===== config.mk =====
export PLATFORM = sky130hd
export DESIGN_NAME = memController
export DESIGN_NICKNAME = d
export VERILOG_FILES = /design/src/design/memPkg.sv /design/src/design/storeController.sv /design/src/design/readArbiter.sv /design/src/design/memController.sv
export SDC_FILE = /design/constraint.sdc
export NUM_CORES = 1
export LEC_CHECK = 0
export ABC_AREA = 1
export ABC_CLOCK_PERIOD_IN_PS = 5000
export BUFFER_PORTS_ARGS = -buffer_cell sky130_fd_sc_hd__buf_2
export CORE_MARGIN = 10
export CORE_UTILIZATION = 26
export DETAILED_ROUTE_END_ITERATION = 10
export PLACE_DENSITY = 0.54
export SETUP_SLACK_MARGIN = 0.3
export SYNTH_ARGS = -nofsm -noshare
export SYNTH_HDL_FRONTEND = slang
export SYNTH_SLANG_ARGS = --single-unit
export TNS_END_PERCENT = 1

===== constraint.sdc =====
create_clock -name clk -period 5 [get_ports clk]
set_input_delay 1 -clock clk [delete_from_list [all_inputs] [get_ports clk]]
set_output_delay 1 -clock clk [all_outputs]
set_load 0.005 [all_outputs]

===== src/design/memPkg.sv =====
package memPkg;

  localparam int ADDR_W = 8;
  localparam int DATA_W = 32;
  localparam int CNT_W  = 8;

  typedef logic [ADDR_W-1:0] addrT;
  typedef logic [DATA_W-1:0] dataT;
  typedef logic [CNT_W-1:0]  cntT;

  // One write toward the RAM
  typedef struct packed {
    addrT addr;
    dataT data;
  } storeReqT;

  typedef enum logic [1:0] {
    IDLE,
    RUN,
    DRAIN,
    DONE
  } ctrlStateT;

  // Round-robin pick, first requester at or after ptr, -1 if none
  function automatic int rrPick(input logic [31:0] req, input int ptr, input int n);
    int idx;
    int pick;
    pick = -1;
    for (int k = 31; k >= 0; k--) begin
      if (k < n) begin
        idx = ptr + k;
        if (idx >= n) begin
          idx = idx - n;
        end
        if (req[idx]) begin
          pick = idx;
        end
      end
    end
    return pick;
  endfunction

endpackage


===== src/design/storeController.sv =====
module storeController #(
  parameter int NUM_CONTROLS = 1,
  parameter int NUM_STORES   = 2
) (
  input  logic                                clk,
  input  logic                                rstN,
  // Start and end tokens
  input  logic                                memStartValid,
  output logic                                memStartReady,
  output logic                                memEndValid,
  input  logic                                memEndReady,
  input  logic                                ctrlEndValid,
  output logic                                ctrlEndReady,
  // Store counts per basic block
  input  memPkg::cntT  [NUM_CONTROLS-1:0]     ctrl,
  input  logic         [NUM_CONTROLS-1:0]     ctrlValid,
  output logic         [NUM_CONTROLS-1:0]     ctrlReady,
  // Store ports
  input  memPkg::addrT [NUM_STORES-1:0]       stAddr,
  input  logic         [NUM_STORES-1:0]       stAddrValid,
  output logic         [NUM_STORES-1:0]       stAddrReady,
  input  memPkg::dataT [NUM_STORES-1:0]       stData,
  input  logic         [NUM_STORES-1:0]       stDataValid,
  output logic         [NUM_STORES-1:0]       stDataReady,
  // Toward the RAM write port
  output memPkg::storeReqT                    storeReq,
  output logic                                storeReqValid,
  input  logic                                storeReqReady
);
  import memPkg::*;

  localparam int IDX_W  = (NUM_STORES > 1) ? $clog2(NUM_STORES) : 1;
  // Headroom for counts from many blocks before they drain
  localparam int PEND_W = CNT_W + 8;

  ctrlStateT         state;
  ctrlStateT         stateNext;
  logic [PEND_W-1:0] pending;
  logic [PEND_W-1:0] pendingNext;
  logic [PEND_W-1:0] ctrlSum;
  logic [NUM_STORES-1:0] storeCand;
  logic [IDX_W-1:0]  rrPtr;
  logic [IDX_W-1:0]  grantIdx;
  int                storePick;
  logic              storeEn;
  logic              storeFire;
  logic              ctrlEndFire;

  assign memStartReady = (state == IDLE);
  assign memEndValid   = (state == DONE);
  assign ctrlEndReady  = (state == RUN);
  assign ctrlReady     = {NUM_CONTROLS{state == RUN}};
  assign ctrlEndFire   = ctrlEndValid && ctrlEndReady;

  always_comb begin
    ctrlSum = '0;
    for (int c = 0; c < NUM_CONTROLS; c++) begin
      if (ctrlValid[c] && ctrlReady[c]) begin
        ctrlSum = ctrlSum + PEND_W'(ctrl[c]);
      end
    end
  end

  // Never issue past the announced count
  assign storeEn   = ((state == RUN) || (state == DRAIN)) && (pending != '0);
  assign storeCand = stAddrValid & stDataValid;

  always_comb begin
    storePick = rrPick(32'(storeCand), int'(rrPtr), NUM_STORES);
  end

  assign grantIdx      = IDX_W'(storePick);
  assign storeReqValid = storeEn && (storePick >= 0);
  assign storeFire     = storeReqValid && storeReqReady;
  assign storeReq      = storeReqT'{addr: stAddr[grantIdx], data: stData[grantIdx]};

  always_comb begin
    stAddrReady = '0;
    if (storeFire) begin
      stAddrReady[grantIdx] = 1'b1;
    end
  end

  assign stDataReady = stAddrReady;
  assign pendingNext = pending + ctrlSum - PEND_W'(storeFire);

  always_comb begin
    stateNext = state;
    unique case (state)
      IDLE: begin
        if (memStartValid) begin
          stateNext = RUN;
        end
      end
      RUN: begin
        if (ctrlEndFire) begin
          stateNext = (pendingNext == '0) ? DONE : DRAIN;
        end
      end
      DRAIN: begin
        if (pendingNext == '0) begin
          stateNext = DONE;
        end
      end
      DONE: begin
        if (memEndReady) begin
          stateNext = IDLE;
        end
      end
      default: stateNext = IDLE;
    endcase
  end

  always_ff @(posedge clk or negedge rstN) begin
    if (!rstN) begin
      state   <= IDLE;
      pending <= '0;
      rrPtr   <= '0;
    end else begin
      state <= stateNext;
      if ((state == DONE) && memEndReady) begin
        pending <= '0;
      end else begin
        pending <= pendingNext;
      end
      if (storeFire) begin
        rrPtr <= IDX_W'((storePick + 1) % NUM_STORES);
      end
    end
  end

endmodule


===== src/design/readArbiter.sv =====
module readArbiter #(
  parameter int NUM_LOADS = 2,
  parameter int INFLIGHT  = 4
) (
  input  logic                             clk,
  input  logic                             rstN,
  // Load ports
  input  memPkg::addrT [NUM_LOADS-1:0]     ldAddr,
  input  logic         [NUM_LOADS-1:0]     ldAddrValid,
  output logic         [NUM_LOADS-1:0]     ldAddrReady,
  output memPkg::dataT [NUM_LOADS-1:0]     ldData,
  output logic         [NUM_LOADS-1:0]     ldDataValid,
  input  logic         [NUM_LOADS-1:0]     ldDataReady,
  // Toward the RAM read port
  output memPkg::addrT                     loadAddr,
  output logic                             loadAddrValid,
  input  logic                             loadAddrReady,
  input  memPkg::dataT                     loadData,
  input  logic                             loadDataValid,
  output logic                             loadDataReady
);
  import memPkg::*;

  localparam int IDX_W  = (NUM_LOADS > 1) ? $clog2(NUM_LOADS) : 1;
  localparam int PTR_W  = (INFLIGHT > 1) ? $clog2(INFLIGHT) : 1;
  localparam int QCNT_W = $clog2(INFLIGHT + 1);

  // Port index of every read on its way through the RAM
  logic [IDX_W-1:0]     idQueue [INFLIGHT];
  logic [PTR_W-1:0]     wrPtr;
  logic [PTR_W-1:0]     rdPtr;
  logic [QCNT_W-1:0]    qCount;
  logic [NUM_LOADS-1:0] inFlight;
  logic [NUM_LOADS-1:0] loadCand;
  logic [IDX_W-1:0]     rrPtr;
  logic [IDX_W-1:0]     grantIdx;
  logic [IDX_W-1:0]     retIdx;
  int                   loadPick;
  logic                 canIssue;
  logic                 grant;
  logic                 retire;

  assign canIssue = (qCount != QCNT_W'(INFLIGHT)) && (!loadAddrValid || loadAddrReady);
  // One word per port, held or on its way
  assign loadCand = ldAddrValid & ~inFlight & ~ldDataValid;

  always_comb begin
    loadPick = rrPick(32'(loadCand), int'(rrPtr), NUM_LOADS);
  end

  assign grant    = canIssue && (loadPick >= 0);
  assign grantIdx = IDX_W'(loadPick);

  always_comb begin
    ldAddrReady = '0;
    if (grant) begin
      ldAddrReady[grantIdx] = 1'b1;
    end
  end

  // Every in-flight read already owns its port register
  assign loadDataReady = 1'b1;
  assign retire        = loadDataValid && loadDataReady;
  assign retIdx        = idQueue[rdPtr];

  always_ff @(posedge clk or negedge rstN) begin
    if (!rstN) begin
      loadAddrValid <= 1'b0;
    end else if (grant) begin
      loadAddrValid <= 1'b1;
    end else if (loadAddrReady) begin
      loadAddrValid <= 1'b0;
    end
  end

  always_ff @(posedge clk) begin
    if (grant) begin
      loadAddr         <= ldAddr[grantIdx];
      idQueue[wrPtr]   <= grantIdx;
    end
    if (retire) begin
      ldData[retIdx] <= loadData;
    end
  end

  always_ff @(posedge clk or negedge rstN) begin
    if (!rstN) begin
      wrPtr  <= '0;
      rdPtr  <= '0;
      qCount <= '0;
      rrPtr  <= '0;
    end else begin
      if (grant) begin
        wrPtr <= (wrPtr == PTR_W'(INFLIGHT - 1)) ? '0 : wrPtr + 1'b1;
        rrPtr <= IDX_W'((loadPick + 1) % NUM_LOADS);
      end
      if (retire) begin
        rdPtr <= (rdPtr == PTR_W'(INFLIGHT - 1)) ? '0 : rdPtr + 1'b1;
      end
      qCount <= qCount + QCNT_W'(grant) - QCNT_W'(retire);
    end
  end

  // Per-port in-flight flag and output register valid
  always_ff @(posedge clk or negedge rstN) begin
    if (!rstN) begin
      inFlight    <= '0;
      ldDataValid <= '0;
    end else begin
      for (int p = 0; p < NUM_LOADS; p++) begin
        if (grant && (grantIdx == IDX_W'(p))) begin
          inFlight[p] <= 1'b1;
        end else if (retire && (retIdx == IDX_W'(p))) begin
          inFlight[p] <= 1'b0;
        end
        if (retire && (retIdx == IDX_W'(p))) begin
          ldDataValid[p] <= 1'b1;
        end else if (ldDataReady[p]) begin
          ldDataValid[p] <= 1'b0;
        end
      end
    end
  end

endmodule


===== src/design/memController.sv =====
module memController #(
  parameter int NUM_LOADS    = 2,
  parameter int NUM_STORES   = 2,
  parameter int NUM_CONTROLS = 1,
  parameter int INFLIGHT     = 4
) (
  input  logic                             clk,
  input  logic                             rstN,
  input  logic                             memStartValid,
  output logic                             memStartReady,
  output logic                             memEndValid,
  input  logic                             memEndReady,
  input  logic                             ctrlEndValid,
  output logic                             ctrlEndReady,
  input  memPkg::cntT  [NUM_CONTROLS-1:0]  ctrl,
  input  logic         [NUM_CONTROLS-1:0]  ctrlValid,
  output logic         [NUM_CONTROLS-1:0]  ctrlReady,
  input  memPkg::addrT [NUM_LOADS-1:0]     ldAddr,
  input  logic         [NUM_LOADS-1:0]     ldAddrValid,
  output logic         [NUM_LOADS-1:0]     ldAddrReady,
  output memPkg::dataT [NUM_LOADS-1:0]     ldData,
  output logic         [NUM_LOADS-1:0]     ldDataValid,
  input  logic         [NUM_LOADS-1:0]     ldDataReady,
  input  memPkg::addrT [NUM_STORES-1:0]    stAddr,
  input  logic         [NUM_STORES-1:0]    stAddrValid,
  output logic         [NUM_STORES-1:0]    stAddrReady,
  input  memPkg::dataT [NUM_STORES-1:0]    stData,
  input  logic         [NUM_STORES-1:0]    stDataValid,
  output logic         [NUM_STORES-1:0]    stDataReady,
  // Dual-port RAM side
  output memPkg::addrT                     loadAddr,
  output logic                             loadAddrValid,
  input  logic                             loadAddrReady,
  input  memPkg::dataT                     loadData,
  input  logic                             loadDataValid,
  output logic                             loadDataReady,
  output memPkg::storeReqT                 storeReq,
  output logic                             storeReqValid,
  input  logic                             storeReqReady
);

  storeController #(
    .NUM_CONTROLS(NUM_CONTROLS),
    .NUM_STORES  (NUM_STORES)
  ) stores (
    .clk          (clk),
    .rstN         (rstN),
    .memStartValid(memStartValid),
    .memStartReady(memStartReady),
    .memEndValid  (memEndValid),
    .memEndReady  (memEndReady),
    .ctrlEndValid (ctrlEndValid),
    .ctrlEndReady (ctrlEndReady),
    .ctrl         (ctrl),
    .ctrlValid    (ctrlValid),
    .ctrlReady    (ctrlReady),
    .stAddr       (stAddr),
    .stAddrValid  (stAddrValid),
    .stAddrReady  (stAddrReady),
    .stData       (stData),
    .stDataValid  (stDataValid),
    .stDataReady  (stDataReady),
    .storeReq     (storeReq),
    .storeReqValid(storeReqValid),
    .storeReqReady(storeReqReady)
  );

  readArbiter #(
    .NUM_LOADS(NUM_LOADS),
    .INFLIGHT (INFLIGHT)
  ) reads (
    .clk          (clk),
    .rstN         (rstN),
    .ldAddr       (ldAddr),
    .ldAddrValid  (ldAddrValid),
    .ldAddrReady  (ldAddrReady),
    .ldData       (ldData),
    .ldDataValid  (ldDataValid),
    .ldDataReady  (ldDataReady),
    .loadAddr     (loadAddr),
    .loadAddrValid(loadAddrValid),
    .loadAddrReady(loadAddrReady),
    .loadData     (loadData),
    .loadDataValid(loadDataValid),
    .loadDataReady(loadDataReady)
  );

endmodule


# After elaboration in Yosys (flattened, before gate mapping)

Memory sizes are Yosys's and may differ from the RTL's.
Cells that the tools add are included.

Register bits: 104
Memory bits (writable): 4
Bits of input ports: 153
Output and inout port bits: 127
Logic and storage cells: 147
Memories kept: 1

$add $sub $neg: 14
Order comparisons: 16
Equal/unequal tests: 10
Multiplexer cells: 57
Bitwise logic cells: 7
Reductions and logical operators: 27

Memory list:

| name          | words | bits a word | rd ports | clocked after memory_dff | wr ports | line              | text |
|---|---|---|---|---|---|---|---|
| reads.idQueue | 4     | 1           | 1        | 0                        | 1        | readArbiter.sv:29 | `logic [IDX_W-1:0] idQueue [INFLIGHT];` |

Operators by type and width:

| cell                    | number |
|---|---|
| $mux W32                | 11 |
| $lt A32 B7 Y1 const B   | 4 |
| $bwmux W64              | 1 |
| $ge A32 B1 Y1 const B   | 2 |
| $ge A32 B3 Y1 const B   | 2 |
| $sub A32 B3 Y32 const B | 2 |
| $mux W8                 | 5 |
| $demux W32 S1           | 1 |
| $mux W1                 | 23 |
| $bmux W1 S5             | 4 |
| $add A16 B8 Y16         | 1 |
| $logic_not A16 Y1       | 1 |
| $mux W16                | 1 |
| $mux W2                 | 8 |
| $reduce_bool A16 Y1     | 1 |
| $sub A16 B1 Y16         | 1 |
| $logic_and A1 B1 Y1     | 15 |
| $reduce_bool A2 Y1      | 5 |
| $eq A2 B2 Y1 const B    | 4 |
| $pmux W2 S4             | 1 |
| $and A2 B2 Y2           | 3 |
| $lt A1 B2 Y1 const B    | 3 |
| $ne A2 B2 Y1 const B    | 3 |
| $sub A1 B2 Y3 const B   | 2 |
| other kinds (17)        | 27 |

# Logic depth before layout (Yosys ltp)

Depth in word-level cells: 16
Depth in mapped cells: 26
Gate-level depth less buffers: 26

# Hierarchy

A second synthesis with hierarchy kept.

Cell total of the unflattened synthesis: 669
Area total of the unflattened synthesis: 5783.0 sq um

By module, submodules not included:

| module          | instances | cells an instance | area each (sq um) | seq. area each (sq um) |
|---|---|---|---|---|
| readArbiter     | 1         | 196               | 3161.8            | 2607.5 |
| storeController | 1         | 473               | 2621.3            | 475.5 |

# Worst setup path after synthesis

OpenSTA, ideal clock, no wires.

Path kind: input port to flip-flop
Start: in stAddrValid[0]
End: reg stores.state[0]
Library setup time: 117 ps
Arrival time: 3339 ps
Required time: 4883 ps
Slack: 1544 ps
Stages: 22
Path buffers: 0
Cell sequence: nand2_1 -> nand2_1 -> o311ai_0 -> inv_1 -> nand2_1 -> inv_1 -> ha_1 -> inv_1 -> ha_1 -> fa_1 -> nand3_1 -> nand2_1 -> nand2_1 -> nand2_1 -> xnor2_1 -> nand3_1 -> nor2_2 -> nand2_1 -> nand2_2 -> nand3_2 -> nand2_1 -> nand2_1

Cells in the longest elaborated chain, start to end: 14
Elaborated cells between the ends (all ways): 19
Classes of those cells: add/sub: 1; order compare: 1; eq/ne: 1; mux: 11; bitwise: 1; reduce/logical: 4

RTL lines:

| element                                     | line                                          | text |
|---|---|---|
| from (decl)                                 | memController.sv:25                           | `input logic [NUM_STORES-1:0] stAddrValid,` |
| $and A2 B2 Y2 (*)                           | storeController.sv:66                         | `assign storeCand = stAddrValid & stDataValid;` |
| $bmux W1 S5                                 | memPkg.sv:35                                  | `if (req[idx]) begin` |
| $mux W1 (implied by the code) (2 in series) | memPkg.sv:35                                  |  |
| $mux W32                                    | memPkg.sv:35                                  |  |
| $mux W32 (*)                                | memPkg.sv:35                                  |  |
| $ge A32 B1 Y1 (*)                           | storeController.sv:73                         | `assign storeReqValid = storeEn && (storePick >= 0);` |
| $logic_and A1 B1 Y1 (*)                     | storeController.sv:73                         |  |
| named net storeReqValid                     | memController.sv:38                           | `output logic storeReqValid,` |
| $logic_and A1 B1 Y1 (*)                     | storeController.sv:74                         | `assign storeFire = storeReqValid && storeReqReady;` |
| named net stores.storeFire                  | storeController.sv:46                         | `logic storeFire;` |
| $sub A16 B1 Y16 (*)                         | storeController.sv:85                         | `assign pendingNext = pending + ctrlSum - PEND_W'(storeFire);` |
| $logic_not A16 Y1 (*)                       | storeController.sv:97, storeController.sv:101 |  |
| $mux W1                                     | storeController.sv:97                         | `stateNext = (pendingNext == '0) ? DONE : DRAIN;` |
| $mux W2                                     | storeController.sv:96                         | `if (ctrlEndFire) begin` |
| $pmux W2 S4                                 | storeController.sv:89                         | `unique case (state)` |
| to (signal assigned)                        | storeController.sv:120                        | `state <= stateNext;` |
| to (decl)                                   | storeController.sv:36                         | `ctrlStateT state;` |

The timed path passes the listed nets; every way through them passes the cells marked *. The select of a mux whose other input is x is not followed.
A chain may end at the register's enable or synchronous reset.

# Worst setup path in the final report

Start: reg stores.pending[8]
End: reg stores.state[0]

Cells in the longest elaborated chain, start to end: 9
Elaborated cells between the ends (all ways): 12
Classes of those cells: add/sub: 2; eq/ne: 1; mux: 3; reduce/logical: 6

RTL lines:

| element                    | line                                          | text |
|---|---|---|
| from (decl)                | storeController.sv:38                         | `logic [PEND_W-1:0] pending;` |
| from (signal assigned)     | storeController.sv:124                        | `pending <= pendingNext;` |
| $reduce_bool A16 Y1 (*)    | storeController.sv:65                         | `assign storeEn = ((state == RUN) \|\| (state == DRAIN)) && (pending != '0);` |
| $logic_and A1 B1 Y1 (*)    | storeController.sv:65                         |  |
| $logic_and A1 B1 Y1 (*)    | storeController.sv:73                         |  |
| $logic_and A1 B1 Y1 (*)    | storeController.sv:74                         |  |
| named net stores.storeFire | storeController.sv:46                         |  |
| $sub A16 B1 Y16 (*)        | storeController.sv:85                         |  |
| $logic_not A16 Y1 (*)      | storeController.sv:97, storeController.sv:101 |  |
| $mux W1                    | storeController.sv:97                         |  |
| $mux W2                    | storeController.sv:96                         |  |
| $pmux W2 S4                | storeController.sv:89                         |  |

Marks and branches as above.

==> metrics.md <==
| Metric | Value |
|---|---|
| Outcome | complete, no violations |
| Number of antenna violations at the first check in global routing | 1 |
| Post-synthesis area per instance | 8.68 um2 |
| Share of flip-flops with an asynchronous set or reset after synthesis | 29.6% |
| Ratio of cells with drive above 1 in the final layout | 33.7% |
| Sort of element at the end of the critical path | flop |
| Number of enable flip-flop cells after synthesis | 76 |
| Int Power | 2.57 mW |
| DRT iter0 DRCs | 272 |
| Total Routed Length | 18300 um |
| Met2 GRT Util | 20.9% |
| Slew Viols, Final | 0 |
| Leakage component of the power | 4.18 nW |
| Maximum fanout encountered on the critical timing path | 5 |
| DRC violation count after routing | 0 |
| I/O pins | 280 |
| Total negative slack | 0 ns |
| Floorplan die height | 168 um |
| Summed area of non-filler cells in the final layout | 7710 um2 |
| Max-slew headroom | 22.0% |
| Clock skew after layout | 0.00984 ns |
| Final estimated routing congestion in global placement | 0.833 |
| Die outline width | 168 um |
| Yosys warns | 0 |
| Nets | 1127 |
| Vias per cell | 4.13 |
| Worst VDD drop | 0.196 mV |
| Global-route wire length before repair | 27400 um |
| TritonCTS clock tree | built |
| Worst-case clock buffer depth | 2 |
| Post-CTS Setup Inserts | 0 |
| Clock tree sinks | 108 |
| CP Buf/Inv Count | 4 |
| Vias in the first global route | 4892 |
| Final worst-path cycle share | 72.3% |
| Peak per-stage delay on the critical path | 0.42 ns |
| Critical Path RT | 5.25 ns |
| Quantity of I/O buffers inserted on ports | 278 |
| Fmax achieved | 277 MHz |
| Clock insertion delay at the later pin of the skew report | 0.35 ns |
| Met1 capacity usage during global routing | 14.4% |
| Share of the yosys chip area belonging to registers | 54.0% |
| Cell repeated most along the worst path | sky130_fd_sc_hd__nand2_1 |
| Dominant cell type by area after synthesis | sky130_fd_sc_hd__edfxtp_1 |
| Proportion of power drawn by the clock network | 15.6% |
| Vias | 5033 |
| Effective utilization at floorplan | 26.3% |
| Flip-flop and latch count after synthesis | 108 |
| Overall overflow remaining after global route | 0 |
| Syn Nets | 851 |
| Arrival @ worst endpoint | 3.87 ns |
| First-pass DRT Iterations | 4 |
| Proportion of netlist area held by the largest area contributor | 39.9% |
| Pin count of the biggest net entering global routing | 43 |
| RSZ-0062 raised after global routing | false |
| Average routed wire per standard cell | 15.0 um |
| Cell area after synthesis | 5710 um2 |
| Worst-margin pin slew | 1.17 ns |
| Busiest layer in global routing | met2 |
| P_sw | 2.05 mW |
| Predominant post-synthesis flop cell | sky130_fd_sc_hd__edfxtp_1 |
| Dpl hpwl | 15100 um |
| Worst setup slack for register-to-register paths | 1.38 ns |
| Count of max-cap constraint violations | 0 |
| Count of endpoints failing setup in the final report | 0 |
| Clock transition time at the flip-flop clock pins of the worst setup and hold paths | 0.08 ns |
| Most instantiated library cell after synthesis | sky130_fd_sc_hd__nand2_1 |
| Master of the slowest instance on the critical path | sky130_fd_sc_hd__fa_1 |
| Leading cell types by total area after synthesis | sky130_fd_sc_hd__edfxtp_1 40%, sky130_fd_sc_hd__nand2_1 17%, sky130_fd_sc_hd__dfrtp_1 14%, sky130_fd_sc_hd__ha_1 8.3%, sky130_fd_sc_hd__inv_1 7.0% |
| Maximum level of the CTS H-tree | 3 |
| Area overhead of the layout relative to synthesis | 35.0% |
| Resized cells post-CTS | 0 |
| Pwr Density | 598 nW/um2 |
| Total clock buffers created by CTS | 9 |
| Unique cell type count in the Yosys netlist | 28 |
| Category of the worst setup path launch point | flop |
| ANT nets after route | 0 |
| Logic gate share of total power | 53.6% |
| Flop pwr share | 30.7% |
| Final hold violation count | 0 |
| CTS root buffer | sky130_fd_sc_hd__clkbuf_16 |
| Setup Crit Path Kind | reg2reg |
| Ranking of synthesized cells by instance count | 263 x sky130_fd_sc_hd__nand2_1, 106 x sky130_fd_sc_hd__inv_1, 76 x sky130_fd_sc_hd__edfxtp_1, 38 x sky130_fd_sc_hd__ha_1, 37 x sky130_fd_sc_hd__nor2_1 |
| Die Area | 28300 um2 |
| Switching share of total power | 44.4% |
| Class of the most critical hold timing path | reg2reg |
| Floorplan core area | 21800 um2 |
| Cell family with the largest share of critical-path delay | simple AND/OR/NAND/NOR gates |
| Global Route met3 Usage | 2.98% |
| Total global-route track usage | 12.1% |
| Hold bufs inserted after CTS | 0 |
| Number of rows in the core area | 54 |
| Final min period | 3.62 ns |
| Area after DPL | 7400 um2 |
| Synth Instances | 658 |
[tightest hold or removal path: cells and delay by family (launching register included)]
kind | cells | cell delay [ns]
compound gates | 1 | 0.06
flops | 1 | 0.37
simple gates | 1 | 0.05
[sequential cells by signal, summed over array words and instances (netlist names)]
signal               count
reads.qCount             3
reads.ldDataValid        2
reads.loadAddr           8
reads.rrPtr              1
stores.pending          16
reads.idQueue            4
reads.ldData            64
reads.rdPtr              2
stores.rrPtr             1
stores.state             2
reads.wrPtr              2
reads.inFlight           2
reads.loadAddrValid      1
[final cells by class]
| cell class | count | area, um2 |
|---|---|---|
| clock buffers | 9 | 225 |
| fillers | 2296 | 14000 |
| clock inverters | 7 | 81.3 |
| diodes | 1 | 2.50 |
| flip-flops and latches | 108 | 3080 |
| multi-input cells | 425 | 2150 |
| repair buffers | 281 | 1410 |
| inverters | 109 | 409 |
| well taps | 280 | 350 |
[metrics by stage]
stage,power (mW),utilization (%),worst slack [ns],hold WS [ns],std cells
detailed placement,3.94,34.0,1.18,0.490,1203
finish,4.62,35.4,1.38,0.509,1220
CTS,4.68,35.4,1.34,0.511,1219
floorplan,3.15,-,1.54,0.453,658
global route,5.09,35.4,0.986,0.547,1220
global placement,3.93,34.0,1.26,0.497,1203
[layout by cell type (no fill, tap or decap), types with 4 or more instances in the layout]
master and n:
sky130_fd_sc_hd__buf_2 278, sky130_fd_sc_hd__nand2_1 263, sky130_fd_sc_hd__inv_1 106, sky130_fd_sc_hd__edfxtp_1 76
sky130_fd_sc_hd__ha_1 38, sky130_fd_sc_hd__nor2_1 37, sky130_fd_sc_hd__dfrtp_1 32, sky130_fd_sc_hd__nand3_1 26
sky130_fd_sc_hd__a21oi_1 15, sky130_fd_sc_hd__o21ai_0 9, sky130_fd_sc_hd__clkbuf_16 9, sky130_fd_sc_hd__nand2_2 6
sky130_fd_sc_hd__nand4_1 4, sky130_fd_sc_hd__nand3_2 4
[routing by layer]
metal | share of wire, % | routed length [um]
met1 | 42 | 7740
met3 | 6.6 | 1210
met2 | 50 | 9090
met5 | 0 | 0
met4 | 1.5 | 266
[final timing paths]
path / startpoint / endpoint / cells past startpoint
worst max-delay path: stores.pending[8]$_DFF_PN0_ / stores.state[0]$_DFFE_PN0P_ / 25
worst min-delay path: stores.rrPtr$_DFFE_PN0P_ / stores.rrPtr$_DFFE_PN0P_ / 2
worst max register to register: stores.pending[8]$_DFF_PN0_ / stores.state[0]$_DFFE_PN0P_ / 25
worst min register to register: stores.rrPtr$_DFFE_PN0P_ / stores.rrPtr$_DFFE_PN0P_ / 2
max in group asynchronous: rstN / reads.rdPtr[1]$_DFFE_PN0P_ / 1
min in group asynchronous: rstN / stores.pending[1]$_DFF_PN0_ / 1
[power groups by stage]
stage / clock network (mW) / logic, mW / registers (mW)
after detailed placement: 0 / 2.50 / 1.44
final: 0.722 / 2.48 / 1.42
after global routing: 0.787 / 2.86 / 1.45
after global placement: 0 / 2.49 / 1.44
after floorplan: 0 / 1.71 / 1.45
after CTS: 0.749 / 2.51 / 1.42
[cells by family (layout without fill, tap and decap cells)]
kind of cell	Yosys count	after routing	synth area share, %
simple gates	351	351	25.1
compound gates	29	29	2.74
flops	108	108	54.0
buf+inv	125	406	8.47
other cells	1	2	0.0656
xor+xnor	4	4	0.613
fa+ha+maj	40	40	9.02
(Power assumes the default switching activity.)
